**config.mk**
```make
export PLATFORM = sky130hd
export DESIGN_NAME = core_top
export DESIGN_NICKNAME = d
export VERILOG_FILES = /design/src/core_pkg.sv /design/src/core_top.sv /design/src/mem_arbiter.sv /design/src/hazard_ctrl.sv /design/src/exec_unit.sv /design/src/regfile.sv /design/src/decode_stage.sv /design/src/fetch_stage.sv
export SDC_FILE = /design/constraint.sdc
export NUM_CORES = 2
export LEC_CHECK = 0
export ABC_AREA = 1
export BUFFER_PORTS_ARGS = -buffer_cell sky130_fd_sc_hd__buf_2
export CELL_PAD_IN_SITES_DETAIL_PLACEMENT = 1
export CELL_PAD_IN_SITES_GLOBAL_PLACEMENT = 2
export CORE_UTILIZATION = 40
export DETAILED_ROUTE_END_ITERATION = 16
export HOLD_SLACK_MARGIN = 0.03
export PLACE_DENSITY = 0.8
export SETUP_SLACK_MARGIN = 0.02
export SYNTH_ARGS = -nofsm -noshare
export SYNTH_HDL_FRONTEND = slang
export SYNTH_SLANG_ARGS = --single-unit
```
**constraint.sdc**
```tcl
create_clock -name clk_i -period 4.65 [get_ports clk_i]
set_input_delay 0.2325 -clock clk_i [delete_from_list [all_inputs] [get_ports clk_i]]
set_output_delay 0.2325 -clock clk_i [all_outputs]
set_load 0.01 [all_outputs]
```
**src/core_pkg.sv**
```systemverilog
`default_nettype none

package core_pkg;

    localparam int XLEN = 32;

    typedef logic [XLEN-1:0] word_t;
    typedef logic [XLEN-1:0] addr_t;
    typedef logic [4:0]      reg_addr_t;

    // Fetch starts here after reset
    localparam addr_t RESET_PC = '0;

    // RV32I major opcodes for the supported subset
    localparam logic [6:0] OPC_REG    = 7'b0110011;
    localparam logic [6:0] OPC_IMM    = 7'b0010011;
    localparam logic [6:0] OPC_LUI    = 7'b0110111;
    localparam logic [6:0] OPC_LOAD   = 7'b0000011;
    localparam logic [6:0] OPC_STORE  = 7'b0100011;
    localparam logic [6:0] OPC_BRANCH = 7'b1100011;
    localparam logic [6:0] OPC_JAL    = 7'b1101111;

    // Decoded operation, OP_NOP marks a bubble
    typedef enum logic [3:0] {
        OP_NOP,
        OP_ADD,
        OP_SUB,
        OP_AND,
        OP_OR,
        OP_XOR,
        OP_ADDI,
        OP_LUI,
        OP_LW,
        OP_SW,
        OP_BEQ,
        OP_JAL
    } op_e;

    // Who the next read response belongs to
    typedef enum logic [1:0] {
        OWN_NONE,
        OWN_FETCH,
        OWN_DATA
    } owner_e;

endpackage

`default_nettype wire
```
**src/core_top.sv**
```systemverilog
`timescale 1ns/100ps
`default_nettype none

module core_top import core_pkg::*; (
    input  logic      clk_i,
    input  logic      rstn_i,
    input  word_t     mem_rdata_i,
    output logic      mem_req_o,
    output logic      mem_we_o,
    output addr_t     mem_addr_o,
    output word_t     mem_wdata_o,
    output logic      retire_valid_o,
    output reg_addr_t retire_rd_o,
    output word_t     retire_data_o
);

    // Fetch side of the memory port
    logic      fetch_req;
    addr_t     fetch_addr;
    logic      fetch_gnt;
    logic      fetch_rvalid;

    // Data side of the memory port
    logic      data_req;
    logic      data_we;
    addr_t     data_addr;
    word_t     data_wdata;
    logic      data_gnt;
    logic      data_rvalid;

    // Fetch to decode
    logic      if_valid;
    addr_t     if_pc;
    word_t     if_instr;

    // Decode and register read
    reg_addr_t rs1;
    reg_addr_t rs2;
    word_t     rs1_data;
    word_t     rs2_data;
    op_e       dec_op;

    // Decode to execute
    logic      ex_valid;
    op_e       ex_op;
    reg_addr_t ex_rd;
    word_t     ex_imm;
    addr_t     ex_pc;
    word_t     ex_a;
    word_t     ex_b;

    // Control
    logic      busy;
    logic      redirect;
    addr_t     redirect_pc;
    logic      stall_fetch;
    logic      stall_decode;
    logic      flush;

    fetch_stage u_fetch (
        .clk_i         (clk_i),
        .rstn_i        (rstn_i),
        .stall_i       (stall_fetch),
        .flush_i       (flush),
        .redirect_i    (redirect),
        .redirect_pc_i (redirect_pc),
        .gnt_i         (fetch_gnt),
        .rvalid_i      (fetch_rvalid),
        .rdata_i       (mem_rdata_i),
        .req_o         (fetch_req),
        .addr_o        (fetch_addr),
        .valid_o       (if_valid),
        .pc_o          (if_pc),
        .instr_o       (if_instr)
    );

    decode_stage u_decode (
        .clk_i      (clk_i),
        .rstn_i     (rstn_i),
        .stall_i    (stall_decode),
        .flush_i    (flush),
        .valid_i    (if_valid),
        .pc_i       (if_pc),
        .instr_i    (if_instr),
        .rs1_data_i (rs1_data),
        .rs2_data_i (rs2_data),
        .rs1_o      (rs1),
        .rs2_o      (rs2),
        .dec_op_o   (dec_op),
        .valid_o    (ex_valid),
        .op_o       (ex_op),
        .rd_o       (ex_rd),
        .imm_o      (ex_imm),
        .pc_o       (ex_pc),
        .a_o        (ex_a),
        .b_o        (ex_b)
    );

    // Writeback is taken straight from the retire port
    regfile u_regfile (
        .clk_i    (clk_i),
        .rstn_i   (rstn_i),
        .we_i     (retire_valid_o),
        .waddr_i  (retire_rd_o),
        .wdata_i  (retire_data_o),
        .raddr1_i (rs1),
        .raddr2_i (rs2),
        .rdata1_o (rs1_data),
        .rdata2_o (rs2_data)
    );

    exec_unit u_exec (
        .clk_i         (clk_i),
        .rstn_i        (rstn_i),
        .valid_i       (ex_valid),
        .op_i          (ex_op),
        .rd_i          (ex_rd),
        .imm_i         (ex_imm),
        .pc_i          (ex_pc),
        .a_i           (ex_a),
        .b_i           (ex_b),
        .gnt_i         (data_gnt),
        .rvalid_i      (data_rvalid),
        .rdata_i       (mem_rdata_i),
        .req_o         (data_req),
        .we_o          (data_we),
        .addr_o        (data_addr),
        .wdata_o       (data_wdata),
        .busy_o        (busy),
        .redirect_o    (redirect),
        .redirect_pc_o (redirect_pc),
        .wb_valid_o    (retire_valid_o),
        .wb_rd_o       (retire_rd_o),
        .wb_data_o     (retire_data_o)
    );

    hazard_ctrl u_hazard (
        .dec_valid_i    (if_valid),
        .dec_rs1_i      (rs1),
        .dec_rs2_i      (rs2),
        .dec_op_i       (dec_op),
        .ex_valid_i     (ex_valid),
        .ex_op_i        (ex_op),
        .ex_rd_i        (ex_rd),
        .wb_valid_i     (retire_valid_o),
        .wb_rd_i        (retire_rd_o),
        .busy_i         (busy),
        .redirect_i     (redirect),
        .stall_fetch_o  (stall_fetch),
        .stall_decode_o (stall_decode),
        .flush_o        (flush)
    );

    mem_arbiter u_arbiter (
        .clk_i          (clk_i),
        .rstn_i         (rstn_i),
        .fetch_req_i    (fetch_req),
        .fetch_addr_i   (fetch_addr),
        .data_req_i     (data_req),
        .data_we_i      (data_we),
        .data_addr_i    (data_addr),
        .data_wdata_i   (data_wdata),
        .fetch_gnt_o    (fetch_gnt),
        .data_gnt_o     (data_gnt),
        .fetch_rvalid_o (fetch_rvalid),
        .data_rvalid_o  (data_rvalid),
        .mem_req_o      (mem_req_o),
        .mem_we_o       (mem_we_o),
        .mem_addr_o     (mem_addr_o),
        .mem_wdata_o    (mem_wdata_o)
    );

endmodule

`default_nettype wire

```
**src/mem_arbiter.sv**
```systemverilog
`timescale 1ns/100ps
`default_nettype none

module mem_arbiter import core_pkg::*; (
    input  logic  clk_i,
    input  logic  rstn_i,
    input  logic  fetch_req_i,
    input  addr_t fetch_addr_i,
    input  logic  data_req_i,
    input  logic  data_we_i,
    input  addr_t data_addr_i,
    input  word_t data_wdata_i,
    output logic  fetch_gnt_o,
    output logic  data_gnt_o,
    output logic  fetch_rvalid_o,
    output logic  data_rvalid_o,
    output logic  mem_req_o,
    output logic  mem_we_o,
    output addr_t mem_addr_o,
    output word_t mem_wdata_o
);

    owner_e owner_q;

    // Fixed priority, data before fetch
    assign data_gnt_o  = data_req_i;
    assign fetch_gnt_o = fetch_req_i && !data_req_i;

    assign mem_req_o   = data_req_i || fetch_req_i;
    assign mem_we_o    = data_req_i && data_we_i;
    assign mem_addr_o  = data_req_i ? data_addr_i : fetch_addr_i;
    assign mem_wdata_o = data_wdata_i;

    // Writes return nothing, so they leave no owner
    always_ff @(posedge clk_i or negedge rstn_i) begin
        if (!rstn_i) begin
            owner_q <= OWN_NONE;
        end else if (data_gnt_o && !data_we_i) begin
            owner_q <= OWN_DATA;
        end else if (fetch_gnt_o) begin
            owner_q <= OWN_FETCH;
        end else begin
            owner_q <= OWN_NONE;
        end
    end

    assign fetch_rvalid_o = (owner_q == OWN_FETCH);
    assign data_rvalid_o  = (owner_q == OWN_DATA);

    // A fetch that lost the port retries with the same address
    assert property (@(posedge clk_i) disable iff (!rstn_i)
        ($past(fetch_req_i && !fetch_gnt_o) && fetch_req_i) |->
            (fetch_addr_i == $past(fetch_addr_i)))
        else $error("mem_arbiter: denied fetch changed its address");

endmodule

`default_nettype wire

```
**src/hazard_ctrl.sv**
```systemverilog
`timescale 1ns/100ps
`default_nettype none

module hazard_ctrl import core_pkg::*; (
    input  logic      dec_valid_i,
    input  reg_addr_t dec_rs1_i,
    input  reg_addr_t dec_rs2_i,
    input  op_e       dec_op_i,
    input  logic      ex_valid_i,
    input  op_e       ex_op_i,
    input  reg_addr_t ex_rd_i,
    input  logic      wb_valid_i,
    input  reg_addr_t wb_rd_i,
    input  logic      busy_i,
    input  logic      redirect_i,
    output logic      stall_fetch_o,
    output logic      stall_decode_o,
    output logic      flush_o
);

    logic uses_rs1;
    logic uses_rs2;
    logic ex_writes;
    logic raw_ex;
    logic raw_wb;
    logic stall;

    // Only sources the op really reads count
    assign uses_rs1 = dec_op_i inside {OP_ADD, OP_SUB, OP_AND, OP_OR, OP_XOR,
                                       OP_ADDI, OP_LW, OP_SW, OP_BEQ};
    assign uses_rs2 = dec_op_i inside {OP_ADD, OP_SUB, OP_AND, OP_OR, OP_XOR,
                                       OP_SW, OP_BEQ};

    assign ex_writes = ex_valid_i && (ex_rd_i != '0) &&
                       !(ex_op_i inside {OP_NOP, OP_SW, OP_BEQ});

    assign raw_ex = ex_writes && ((uses_rs1 && dec_rs1_i == ex_rd_i) ||
                                  (uses_rs2 && dec_rs2_i == ex_rd_i));
    assign raw_wb = wb_valid_i && (wb_rd_i != '0) &&
                    ((uses_rs1 && dec_rs1_i == wb_rd_i) ||
                     (uses_rs2 && dec_rs2_i == wb_rd_i));

    // No forwarding, so wait until the value sits in the register file
    assign stall = !redirect_i && ((dec_valid_i && (raw_ex || raw_wb)) || busy_i);

    assign stall_fetch_o  = stall;
    assign stall_decode_o = stall;
    assign flush_o        = redirect_i;

endmodule

`default_nettype wire

```
**src/exec_unit.sv**
```systemverilog
`timescale 1ns/100ps
`default_nettype none

module exec_unit import core_pkg::*; (
    input  logic      clk_i,
    input  logic      rstn_i,
    input  logic      valid_i,
    input  op_e       op_i,
    input  reg_addr_t rd_i,
    input  word_t     imm_i,
    input  addr_t     pc_i,
    input  word_t     a_i,
    input  word_t     b_i,
    input  logic      gnt_i,
    input  logic      rvalid_i,
    input  word_t     rdata_i,
    output logic      req_o,
    output logic      we_o,
    output addr_t     addr_o,
    output word_t     wdata_o,
    output logic      busy_o,
    output logic      redirect_o,
    output addr_t     redirect_pc_o,
    output logic      wb_valid_o,
    output reg_addr_t wb_rd_o,
    output word_t     wb_data_o
);

    logic      is_load;
    logic      is_store;
    logic      writes_rd;
    word_t     result;
    logic      ld_pend_q;
    reg_addr_t ld_rd_q;

    assign is_load  = valid_i && (op_i == OP_LW);
    assign is_store = valid_i && (op_i == OP_SW);

    always_comb begin
        case (op_i)
            OP_ADD:  result = a_i + b_i;
            OP_SUB:  result = a_i - b_i;
            OP_AND:  result = a_i & b_i;
            OP_OR:   result = a_i | b_i;
            OP_XOR:  result = a_i ^ b_i;
            OP_ADDI: result = a_i + imm_i;
            OP_LUI:  result = imm_i;
            OP_JAL:  result = pc_i + 32'd4;
            default: result = '0;
        endcase
    end

    assign writes_rd = valid_i && (rd_i != '0) &&
                       (op_i inside {OP_ADD, OP_SUB, OP_AND, OP_OR, OP_XOR,
                                     OP_ADDI, OP_LUI, OP_JAL});

    // Loads and stores go out straight from execute
    assign req_o   = is_load || is_store;
    assign we_o    = is_store;
    assign addr_o  = a_i + imm_i;
    assign wdata_o = b_i;

    // Data side wins the port, so a store normally goes in one cycle
    assign busy_o = is_load || (is_store && !gnt_i) || ld_pend_q;

    assign redirect_o    = valid_i && ((op_i == OP_JAL) || (op_i == OP_BEQ && a_i == b_i));
    assign redirect_pc_o = pc_i + imm_i;

    always_ff @(posedge clk_i or negedge rstn_i) begin
        if (!rstn_i) begin
            ld_pend_q  <= 1'b0;
            wb_valid_o <= 1'b0;
        end else begin
            if (is_load && gnt_i) begin
                ld_pend_q <= 1'b1;
            end else if (rvalid_i) begin
                ld_pend_q <= 1'b0;
            end
            wb_valid_o <= writes_rd || (rvalid_i && ld_pend_q && ld_rd_q != '0);
        end
    end

    always_ff @(posedge clk_i) begin
        if (is_load && gnt_i) begin
            ld_rd_q <= rd_i;
        end
        if (rvalid_i) begin
            wb_rd_o   <= ld_rd_q;
            wb_data_o <= rdata_i;
        end else begin
            wb_rd_o   <= rd_i;
            wb_data_o <= result;
        end
    end

    assert property (@(posedge clk_i) disable iff (!rstn_i) rvalid_i |-> ld_pend_q)
        else $error("exec_unit: data response with no load pending");

endmodule

`default_nettype wire

```
**src/regfile.sv**
```systemverilog
`timescale 1ns/100ps
`default_nettype none

module regfile import core_pkg::*; (
    input  logic      clk_i,
    input  logic      rstn_i,
    input  logic      we_i,
    input  reg_addr_t waddr_i,
    input  word_t     wdata_i,
    input  reg_addr_t raddr1_i,
    input  reg_addr_t raddr2_i,
    output word_t     rdata1_o,
    output word_t     rdata2_o
);

    word_t regs [1:31];

    always_ff @(posedge clk_i) begin
        if (we_i && waddr_i != '0) begin
            regs[waddr_i] <= wdata_i;
        end
    end

    // x0 reads zero, a same-cycle write bypasses the array
    assign rdata1_o = (raddr1_i == '0) ? '0 :
                      (we_i && waddr_i == raddr1_i) ? wdata_i : regs[raddr1_i];
    assign rdata2_o = (raddr2_i == '0) ? '0 :
                      (we_i && waddr_i == raddr2_i) ? wdata_i : regs[raddr2_i];

    // Execute suppresses x0 results before they reach the retire port
    assert property (@(posedge clk_i) disable iff (!rstn_i) we_i |-> waddr_i != '0)
        else $error("regfile: retired write to x0");

endmodule

`default_nettype wire

```
**src/decode_stage.sv**
```systemverilog
`timescale 1ns/100ps
`default_nettype none

module decode_stage import core_pkg::*; (
    input  logic      clk_i,
    input  logic      rstn_i,
    input  logic      stall_i,
    input  logic      flush_i,
    input  logic      valid_i,
    input  addr_t     pc_i,
    input  word_t     instr_i,
    input  word_t     rs1_data_i,
    input  word_t     rs2_data_i,
    output reg_addr_t rs1_o,
    output reg_addr_t rs2_o,
    output op_e       dec_op_o,
    output logic      valid_o,
    output op_e       op_o,
    output reg_addr_t rd_o,
    output word_t     imm_o,
    output addr_t     pc_o,
    output word_t     a_o,
    output word_t     b_o
);

    logic [6:0] opcode;
    logic [2:0] funct3;
    logic [6:0] funct7;
    op_e        op_d;
    word_t      imm_d;

    assign opcode = instr_i[6:0];
    assign funct3 = instr_i[14:12];
    assign funct7 = instr_i[31:25];

    always_comb begin
        op_d  = OP_NOP;
        imm_d = '0;
        case (opcode)
            OPC_REG: begin
                if (funct7 == 7'b0000000) begin
                    case (funct3)
                        3'b000: op_d = OP_ADD;
                        3'b100: op_d = OP_XOR;
                        3'b110: op_d = OP_OR;
                        3'b111: op_d = OP_AND;
                        default: op_d = OP_NOP;
                    endcase
                end else if (funct7 == 7'b0100000 && funct3 == 3'b000) begin
                    op_d = OP_SUB;
                end
            end
            OPC_IMM: begin
                if (funct3 == 3'b000) op_d = OP_ADDI;
                imm_d = {{20{instr_i[31]}}, instr_i[31:20]};
            end
            OPC_LUI: begin
                op_d  = OP_LUI;
                imm_d = {instr_i[31:12], 12'b0};
            end
            OPC_LOAD: begin
                if (funct3 == 3'b010) op_d = OP_LW;
                imm_d = {{20{instr_i[31]}}, instr_i[31:20]};
            end
            OPC_STORE: begin
                if (funct3 == 3'b010) op_d = OP_SW;
                imm_d = {{20{instr_i[31]}}, instr_i[31:25], instr_i[11:7]};
            end
            OPC_BRANCH: begin
                if (funct3 == 3'b000) op_d = OP_BEQ;
                imm_d = {{19{instr_i[31]}}, instr_i[31], instr_i[7],
                         instr_i[30:25], instr_i[11:8], 1'b0};
            end
            OPC_JAL: begin
                op_d  = OP_JAL;
                imm_d = {{11{instr_i[31]}}, instr_i[31], instr_i[19:12],
                         instr_i[20], instr_i[30:21], 1'b0};
            end
            default: op_d = OP_NOP;
        endcase
    end

    // Register read happens in this stage
    assign rs1_o    = instr_i[19:15];
    assign rs2_o    = instr_i[24:20];
    assign dec_op_o = op_d;

    always_ff @(posedge clk_i or negedge rstn_i) begin
        if (!rstn_i) begin
            valid_o <= 1'b0;
            op_o    <= OP_NOP;
        end else if (flush_i || stall_i) begin
            valid_o <= 1'b0;
            op_o    <= OP_NOP;
        end else begin
            // Unknown encodings go down as bubbles
            valid_o <= valid_i && (op_d != OP_NOP);
            op_o    <= op_d;
        end
    end

    always_ff @(posedge clk_i) begin
        if (!stall_i) begin
            rd_o  <= instr_i[11:7];
            imm_o <= imm_d;
            pc_o  <= pc_i;
            a_o   <= rs1_data_i;
            b_o   <= rs2_data_i;
        end
    end

endmodule

`default_nettype wire

```
**src/fetch_stage.sv**
```systemverilog
`timescale 1ns/100ps
`default_nettype none

module fetch_stage import core_pkg::*; (
    input  logic  clk_i,
    input  logic  rstn_i,
    input  logic  stall_i,
    input  logic  flush_i,
    input  logic  redirect_i,
    input  addr_t redirect_pc_i,
    input  logic  gnt_i,
    input  logic  rvalid_i,
    input  word_t rdata_i,
    output logic  req_o,
    output addr_t addr_o,
    output logic  valid_o,
    output addr_t pc_o,
    output word_t instr_o
);

    addr_t pc_q;
    logic  run_q;
    logic  pending_q;
    logic  stale_q;
    logic  fetch_go;
    logic  out_load;
    logic  valid_q;
    addr_t pc_out_q;
    word_t instr_q;

    // One fetch in flight at a time, none until out of reset
    assign req_o    = run_q && !stall_i && !pending_q;
    assign addr_o   = pc_q;
    assign fetch_go = req_o && gnt_i;

    // Output slot is free or drains this cycle
    assign out_load = !valid_q || !stall_i;

    always_ff @(posedge clk_i or negedge rstn_i) begin
        if (!rstn_i) begin
            pc_q      <= RESET_PC;
            run_q     <= 1'b0;
            pending_q <= 1'b0;
            stale_q   <= 1'b0;
            valid_q   <= 1'b0;
        end else begin
            run_q <= 1'b1;
            if (redirect_i) begin
                pc_q <= redirect_pc_i;
            end else if (fetch_go) begin
                pc_q <= pc_q + 32'd4;
            end
            // A fetch granted during a redirect is on the old path
            if (fetch_go) begin
                pending_q <= 1'b1;
                stale_q   <= redirect_i;
            end else if (rvalid_i) begin
                pending_q <= 1'b0;
                stale_q   <= 1'b0;
            end
            if (flush_i) begin
                valid_q <= 1'b0;
            end else if (out_load) begin
                valid_q <= rvalid_i && !stale_q;
            end
        end
    end

    // PC already moved on by four when the data returns
    always_ff @(posedge clk_i) begin
        if (rvalid_i && out_load) begin
            pc_out_q <= pc_q - 32'd4;
            instr_q  <= rdata_i;
        end
    end

    assign valid_o = valid_q;
    assign pc_o    = pc_out_q;
    assign instr_o = instr_q;

endmodule

`default_nettype wire

```
-- Yosys cells after proc, flatten, opt, wreduce, memory -nomap -nowiden
Memories as Yosys holds them, arrays and structs flattened. A register that Yosys moved wholly into a read port is not among the register bits.
Cells that the tools add are included.
- $add $sub $neg: 7
- bitwise operators: 3
- multiplexer cells: 28
- equality and inequality tests: 39
- reductions and logical operators: 70
- operators by type and width (kind ; count):
    32-bit case mux with 8 select lines ; 1
    32-bit case mux with 5 select lines ; 1
    32-bit two-way mux ; 4
    32-bit adder ; 3
    32-bit by 3-bit adder with 32-bit output, second input constant ; 2
    32-bit bitwise AND ; 1
    32-bit == test ; 1
    32-bit bitwise OR ; 1
    32-bit by 3-bit subtractor with 32-bit output, second input constant ; 1
    32-bit subtractor ; 1
    32-bit bitwise XOR ; 1
    1-bit logical AND ; 30
    4-bit by 3-bit == test with 1-bit output, second input constant ; 7
    4-bit == test, second input constant ; 7
    7-bit by 6-bit == test with 1-bit output, second input constant ; 4
    4-bit case mux with 7 select lines ; 1
    5-bit == test ; 4
    4-bit two-way mux ; 5
    4-bit by 2-bit == test with 1-bit output, second input constant ; 4
    5-bit nonzero test ; 3
    7-bit == test, second input constant ; 2
    1-bit logical OR ; 12
    3-bit case mux with 4 select lines ; 1
    1-bit two-way mux ; 11
    22 further kinds ; 39
- memories: 1
- bits of input ports: 34
- flip-flop bits (word level): 220
- RAM bits: 992
- word-level logic and storage cells: 166
- output and inout port bits: 104
- memories (name ; words ; width ; read ports ; clocked after memory_dff ; wr ports ; line ; RTL):
    u_regfile.regs ; 31 ; 32 ; 2 ; 2 ; 1 ; regfile.sv:16 ; word_t regs [1:31];

-- Longest topological paths before layout
- word-level depth: 21
- mapped depth: 21
- depth with buffers taken out: 20

-- Cells and area by module
From an unflattened synthesis, not the netlist that was laid out.
- cells, all modules: 10267
- area, all modules: 78460.2 um^2
- by module, submodules not included (module ; cells an instance ; instances ; seq. area each (um^2) ; area an instance (um^2)):
    regfile ; 6504 ; 1 ; 29788.6 ; 52858.2
    exec_unit ; 2638 ; 1 ; 940.9 ; 14268.7
    fetch_stage ; 592 ; 1 ; 2822.7 ; 5163.7
    decode_stage ; 294 ; 1 ; 4119.0 ; 4894.7
    mem_arbiter ; 149 ; 1 ; 50.0 ; 804.5
    hazard_ctrl ; 90 ; 1 ; 0.0 ; 470.5

-- Worst setup path after synthesis
Ideal clock, no wire load.
- kind: reg2reg
- from: reg u_decode.b_o[9] (read register of u_regfile.regs)
- to: reg u_fetch.instr_q[0], in the netlist u_fetch.instr_o[0], enable pin
- buffers on the path: 2
- library setup time: 418 ps
- clock period less this slack: 3900 ps
- slack: 750 ps
- cell stages (with the launch flop): 16
- required time: 4232 ps
- arrival time: 3482 ps
- cell sequence: edfxtp_1 -> inv_1 -> ha_1 -> clkbuf_1 -> nor2_1 -> inv_1 -> nor3_1 -> nand2_1 -> nor2_1 -> nand2_1 -> o21ai_1 -> nand2_2 -> clkbuf_1 -> nand3_1 -> nand3_1 -> inv_1
- cells in the longest elaborated chain, start to end: 9
- ends and longest elaborated chain (element ; line ; RTL):
    from (decl) ; decode_stage.sv:23 ; output word_t b_o
    32-bit == test ; exec_unit.sv:66 ; assign redirect_o = valid_i && ((op_i == OP_JAL) || (op_i == OP_BEQ && a_i == b_i));
    1-bit logical AND ; exec_unit.sv:66 ;
    1-bit logical OR ; exec_unit.sv:66 ;
    1-bit logical AND ; exec_unit.sv:66 ;
    1-bit zero test ; hazard_ctrl.sv:44 ; assign stall = !redirect_i && ((dec_valid_i && (raw_ex || raw_wb)) || busy_i);
    1-bit logical AND ; hazard_ctrl.sv:44 ;
    1-bit zero test ; n/a ;
    1-bit logical OR ; fetch_stage.sv:37 ; assign out_load = !valid_q || !stall_i;
    1-bit logical AND ; fetch_stage.sv:71 ; if (rvalid_i && out_load) begin
    to (signal assigned) ; fetch_stage.sv:73 ; instr_q <= rdata_i;
    to (decl) ; fetch_stage.sv:29 ; word_t instr_q;
Every way passes these cells.
A chain may end at the register's enable or synchronous reset.

-- Worst setup path after layout
- from: reg u_decode.a_o[14] (read register of u_regfile.regs)
- to: out mem_req_o
- cells in the longest elaborated chain, start to end: 10
- ends and longest elaborated chain (element ; line ; RTL):
    from (decl) ; decode_stage.sv:22 ; output word_t a_o,
    32-bit == test ; exec_unit.sv:66 ;
    1-bit logical AND ; exec_unit.sv:66 ;
    1-bit logical OR ; exec_unit.sv:66 ;
    1-bit logical AND ; exec_unit.sv:66 ;
    1-bit zero test ; hazard_ctrl.sv:44 ;
    1-bit logical AND ; hazard_ctrl.sv:44 ;
    1-bit zero test ; n/a ;
    1-bit logical AND (2 in series) ; fetch_stage.sv:32 ; assign req_o = run_q && !stall_i && !pending_q;
    1-bit logical OR ; mem_arbiter.sv:29 ; assign mem_req_o = data_req_i || fetch_req_i;
    to (decl) ; core_top.sv:8 ; output logic mem_req_o,
Every way passes these cells.

==> metrics.txt <==
Ys Warns=0; area share of the largest cell type after synthesis=50.8%; # rows=153; CP endpoint kind=primary output; clock buffer depth=3; Yosys reg bits=1,276; DRC violations left=0; synth unique cells=63; DP HPWL=224,000 µm; CTS Buf Count=153; worst vdd ir=0.000330 V; Worst Hold Class=in -> async; final hold slack=0.122 ns; RSZ-0062 raised after global routing=no; Clk Latency, worst-skew pair=0.82 ns; # setup viols final=0; Initial Util=40.4%; # IOs=138; Synth area leaders=edfxtp_1, o21ai_0, nand2_1, a21oi_1, inv_1; # fillers=20,000; die area=178,000 µm²; count leader, synth=o21ai_0; clock tree from TritonCTS=yes; Main synth FF type=edfxtp_1; Slew Viols, Final=0; area leader, netlist=edfxtp_1; synthesized area=70,600 µm²; Post-Syn Instances=7,879; pwr/cell area=490 nW/µm²; vias in the first global route=63,600; layout cells sized above 1=8.63%; total track usage=36.6%; WP data required=4.42 ns; via count=64,300; leakage=30.8 nW; initial antenna violation count=22; Initial DRC Count=7,424; register area share after synthesis=53.4%; Worst-path clk slew=0.07 ns; Pre-antenna DRT Iters=6; clk root buf=clkbuf_16; fmax=230 MHz; Arr. time, crit path=4.12 ns; CORE AREA=175,000 µm²; port buffer count=137; Final ANT Viol Nets=0; EDFF count, synth=1,194; Crit Path Category=reg -> out; final period utilization=93.6%; CP Max Fanout=16; Clock Skews=0.0465 ns; total of max-cap violations=0; Num Clock Sinks=1,276; top cell types by occurrence after synthesis=o21ai_0, nand2_1, edfxtp_1, inv_1, a21oi_1; setup slack at placement=0.491 ns; first-pass GRT wire length=470,000 µm; Slew @ Worst Pin=1.14 ns; final wirelength=334,000 µm; Tmin final=4.35 ns; final setup margin=0.299 ns; grt ovf=0; Via-to-Cell Ratio=6.20; slew margin rel.=23.9%; Setup crit start kind=register; H-tree depth=4; chip width=422 µm; syn nets=8,077; largest net degree at the start of global routing=180; Placer Congestion=1.01; Layout Utilization=45.9%; setup TNS=0 ns; Post-synth ARST share=3.53%; outcome=finished clean; Die Height=422 µm; syn avg cell area=8.96 µm²; Routed WL per cell=32.2 µm; layout net count=8,117; P&R area growth vs syn=13.4%; Tot Pwr=39.3 mW; final hold viol count=0; post-CTS setup buffer count=0
critical path, stage by stage, from the launching register on:
cell	delay, ns
edfxtp_1	0.49
inv_1	0.07
ha_1	0.44
nor2_1	0.20
inv_1	0.10
nor2_1	0.24
nand2_1	0.15
nor2_1	0.16
nand2_1	0.24
o21ai_4	0.34
nand2_4	0.24
nand2_8	0.28
nand2_1	0.10
nand2_1	0.07
buf_2	0.14
worst paths after layout:
check | start | slack [ns] | endpoint | depth (start not counted)
max | u_decode.a_o[14] | 0.30 | mem_req_o | 14
min | rstn_i | 0.12 | u_fetch.addr_o[27] | 3
max in group asynchronous | rstn_i | 4.04 | u_decode.op_o[2] | 3
min reg2reg | u_fetch.pc_o[17] | 0.42 | u_decode.pc_o[17] | 0
max reg2reg | u_fetch.instr_o[15] | 0.52 | u_decode.a_o[28] | 8
min in group clk_i | mem_rdata_i[1] | 0.20 | u_fetch.instr_o[1] | 2
power breakdown:
part           total [mW]  internal [mW]  switching [mW]
sequential           14.1           13.4           0.706
clock                12.2           6.92            5.26
combinational        13.0           3.37            9.63
total                39.3           23.7            15.6
metrics by stage:
step / instance area (µm²) / instances
after CTS: 80100 / 10400
after global routing: 80100 / 10400
final: 80100 / 10400
after global placement: 74700 / 10100
after detailed placement: 74700 / 10100
after floorplan: 70600 / 7879
layout make-up:
cell class	instances	area, µm²	share of cell area [%]
multi-input cells	5333	28300	35.4
repair buffers	392	3260	4.07
diodes	3	7.51	0.00937
clock buffers	189	4020	5.02
well taps	2325	2910	3.63
inverters	763	2880	3.59
flip-flops and latches	1276	37700	47.1
clock inverters	92	982	1.23
layout by cell type (no fill, tap or decap), drive strengths merged, types with 2 or more instances in the layout:
cell type and instances:
xor2 74, a311oi 2, a221oi 68, nand3b 5
clkinv 73, nand3 548, diode 3, nand2 1225
or2 22, a211oi 18, a21boi 11, o21a 8
dlygate4sd3 33, buf 359, xnor2 26, dfrtp 45
nor2 584, edfxtp 1194, a21o 15, nor4 16
dfxtp 37, bufinv 13, a32o 19, fa 4
o21ai 1258, o22ai 85, a2111oi 3, nand4 95
inv 768, ha 160, o31ai 7, o211ai 291
o21bai 23, nor3 73, a21oi 655, a31oi 14
clkbuf 189, o2111ai 5, o311ai 2, o221ai 7
logic make-up after synthesis:
family                   Yosys count  synth area share (%)
multiplexers                       1                0.0142
AO/OA/AOI/OAI                   2495                  19.8
AND/OR/NAND/NOR                 2571                  15.6
buffers and inverters           1271                  6.98
adder cells (fa/ha/maj)          164                  2.95
other                              1               0.00531
XOR/XNOR                         100                  1.24
flip-flops                      1276                  53.4
metal layers:
layer	part of all wire, %	GRT usage, %	wire length (µm)	vias to the layer above
met5	0.021	0	69	-
met4	6.1	19.4	20400	12
met3	8.1	6.60	27100	758
met2	46	58.3	153000	2926
met1	40	47.5	134000	32600
li1	-	-	-	28000
registers in the layout, summed over array words and instances (netlist names), 2 cells and up:
signal,count
u_arbiter.owner_q,2
u_exec.ld_rd_q,5
u_decode.op_o,4
u_exec.wb_data_o,32
u_decode.b_o,32
u_regfile.regs,992
u_decode.pc_o,32
u_fetch.addr_o,32
u_exec.wb_rd_o,5
u_decode.rd_o,5
u_decode.imm_o,32
u_fetch.instr_o,32
u_fetch.pc_o,32
u_decode.a_o,32
repair_timing:
action / CTS / global route
hold endpoints to repair: 109 / 0
gates resized for setup: 1 / 2
pin swaps: 1 / 0
hold buffers: 33 / 0
setup endpoints to repair: 1 / 1
gates cloned: 1 / 0
No activity file was read; power rests on OpenSTA's default activity.
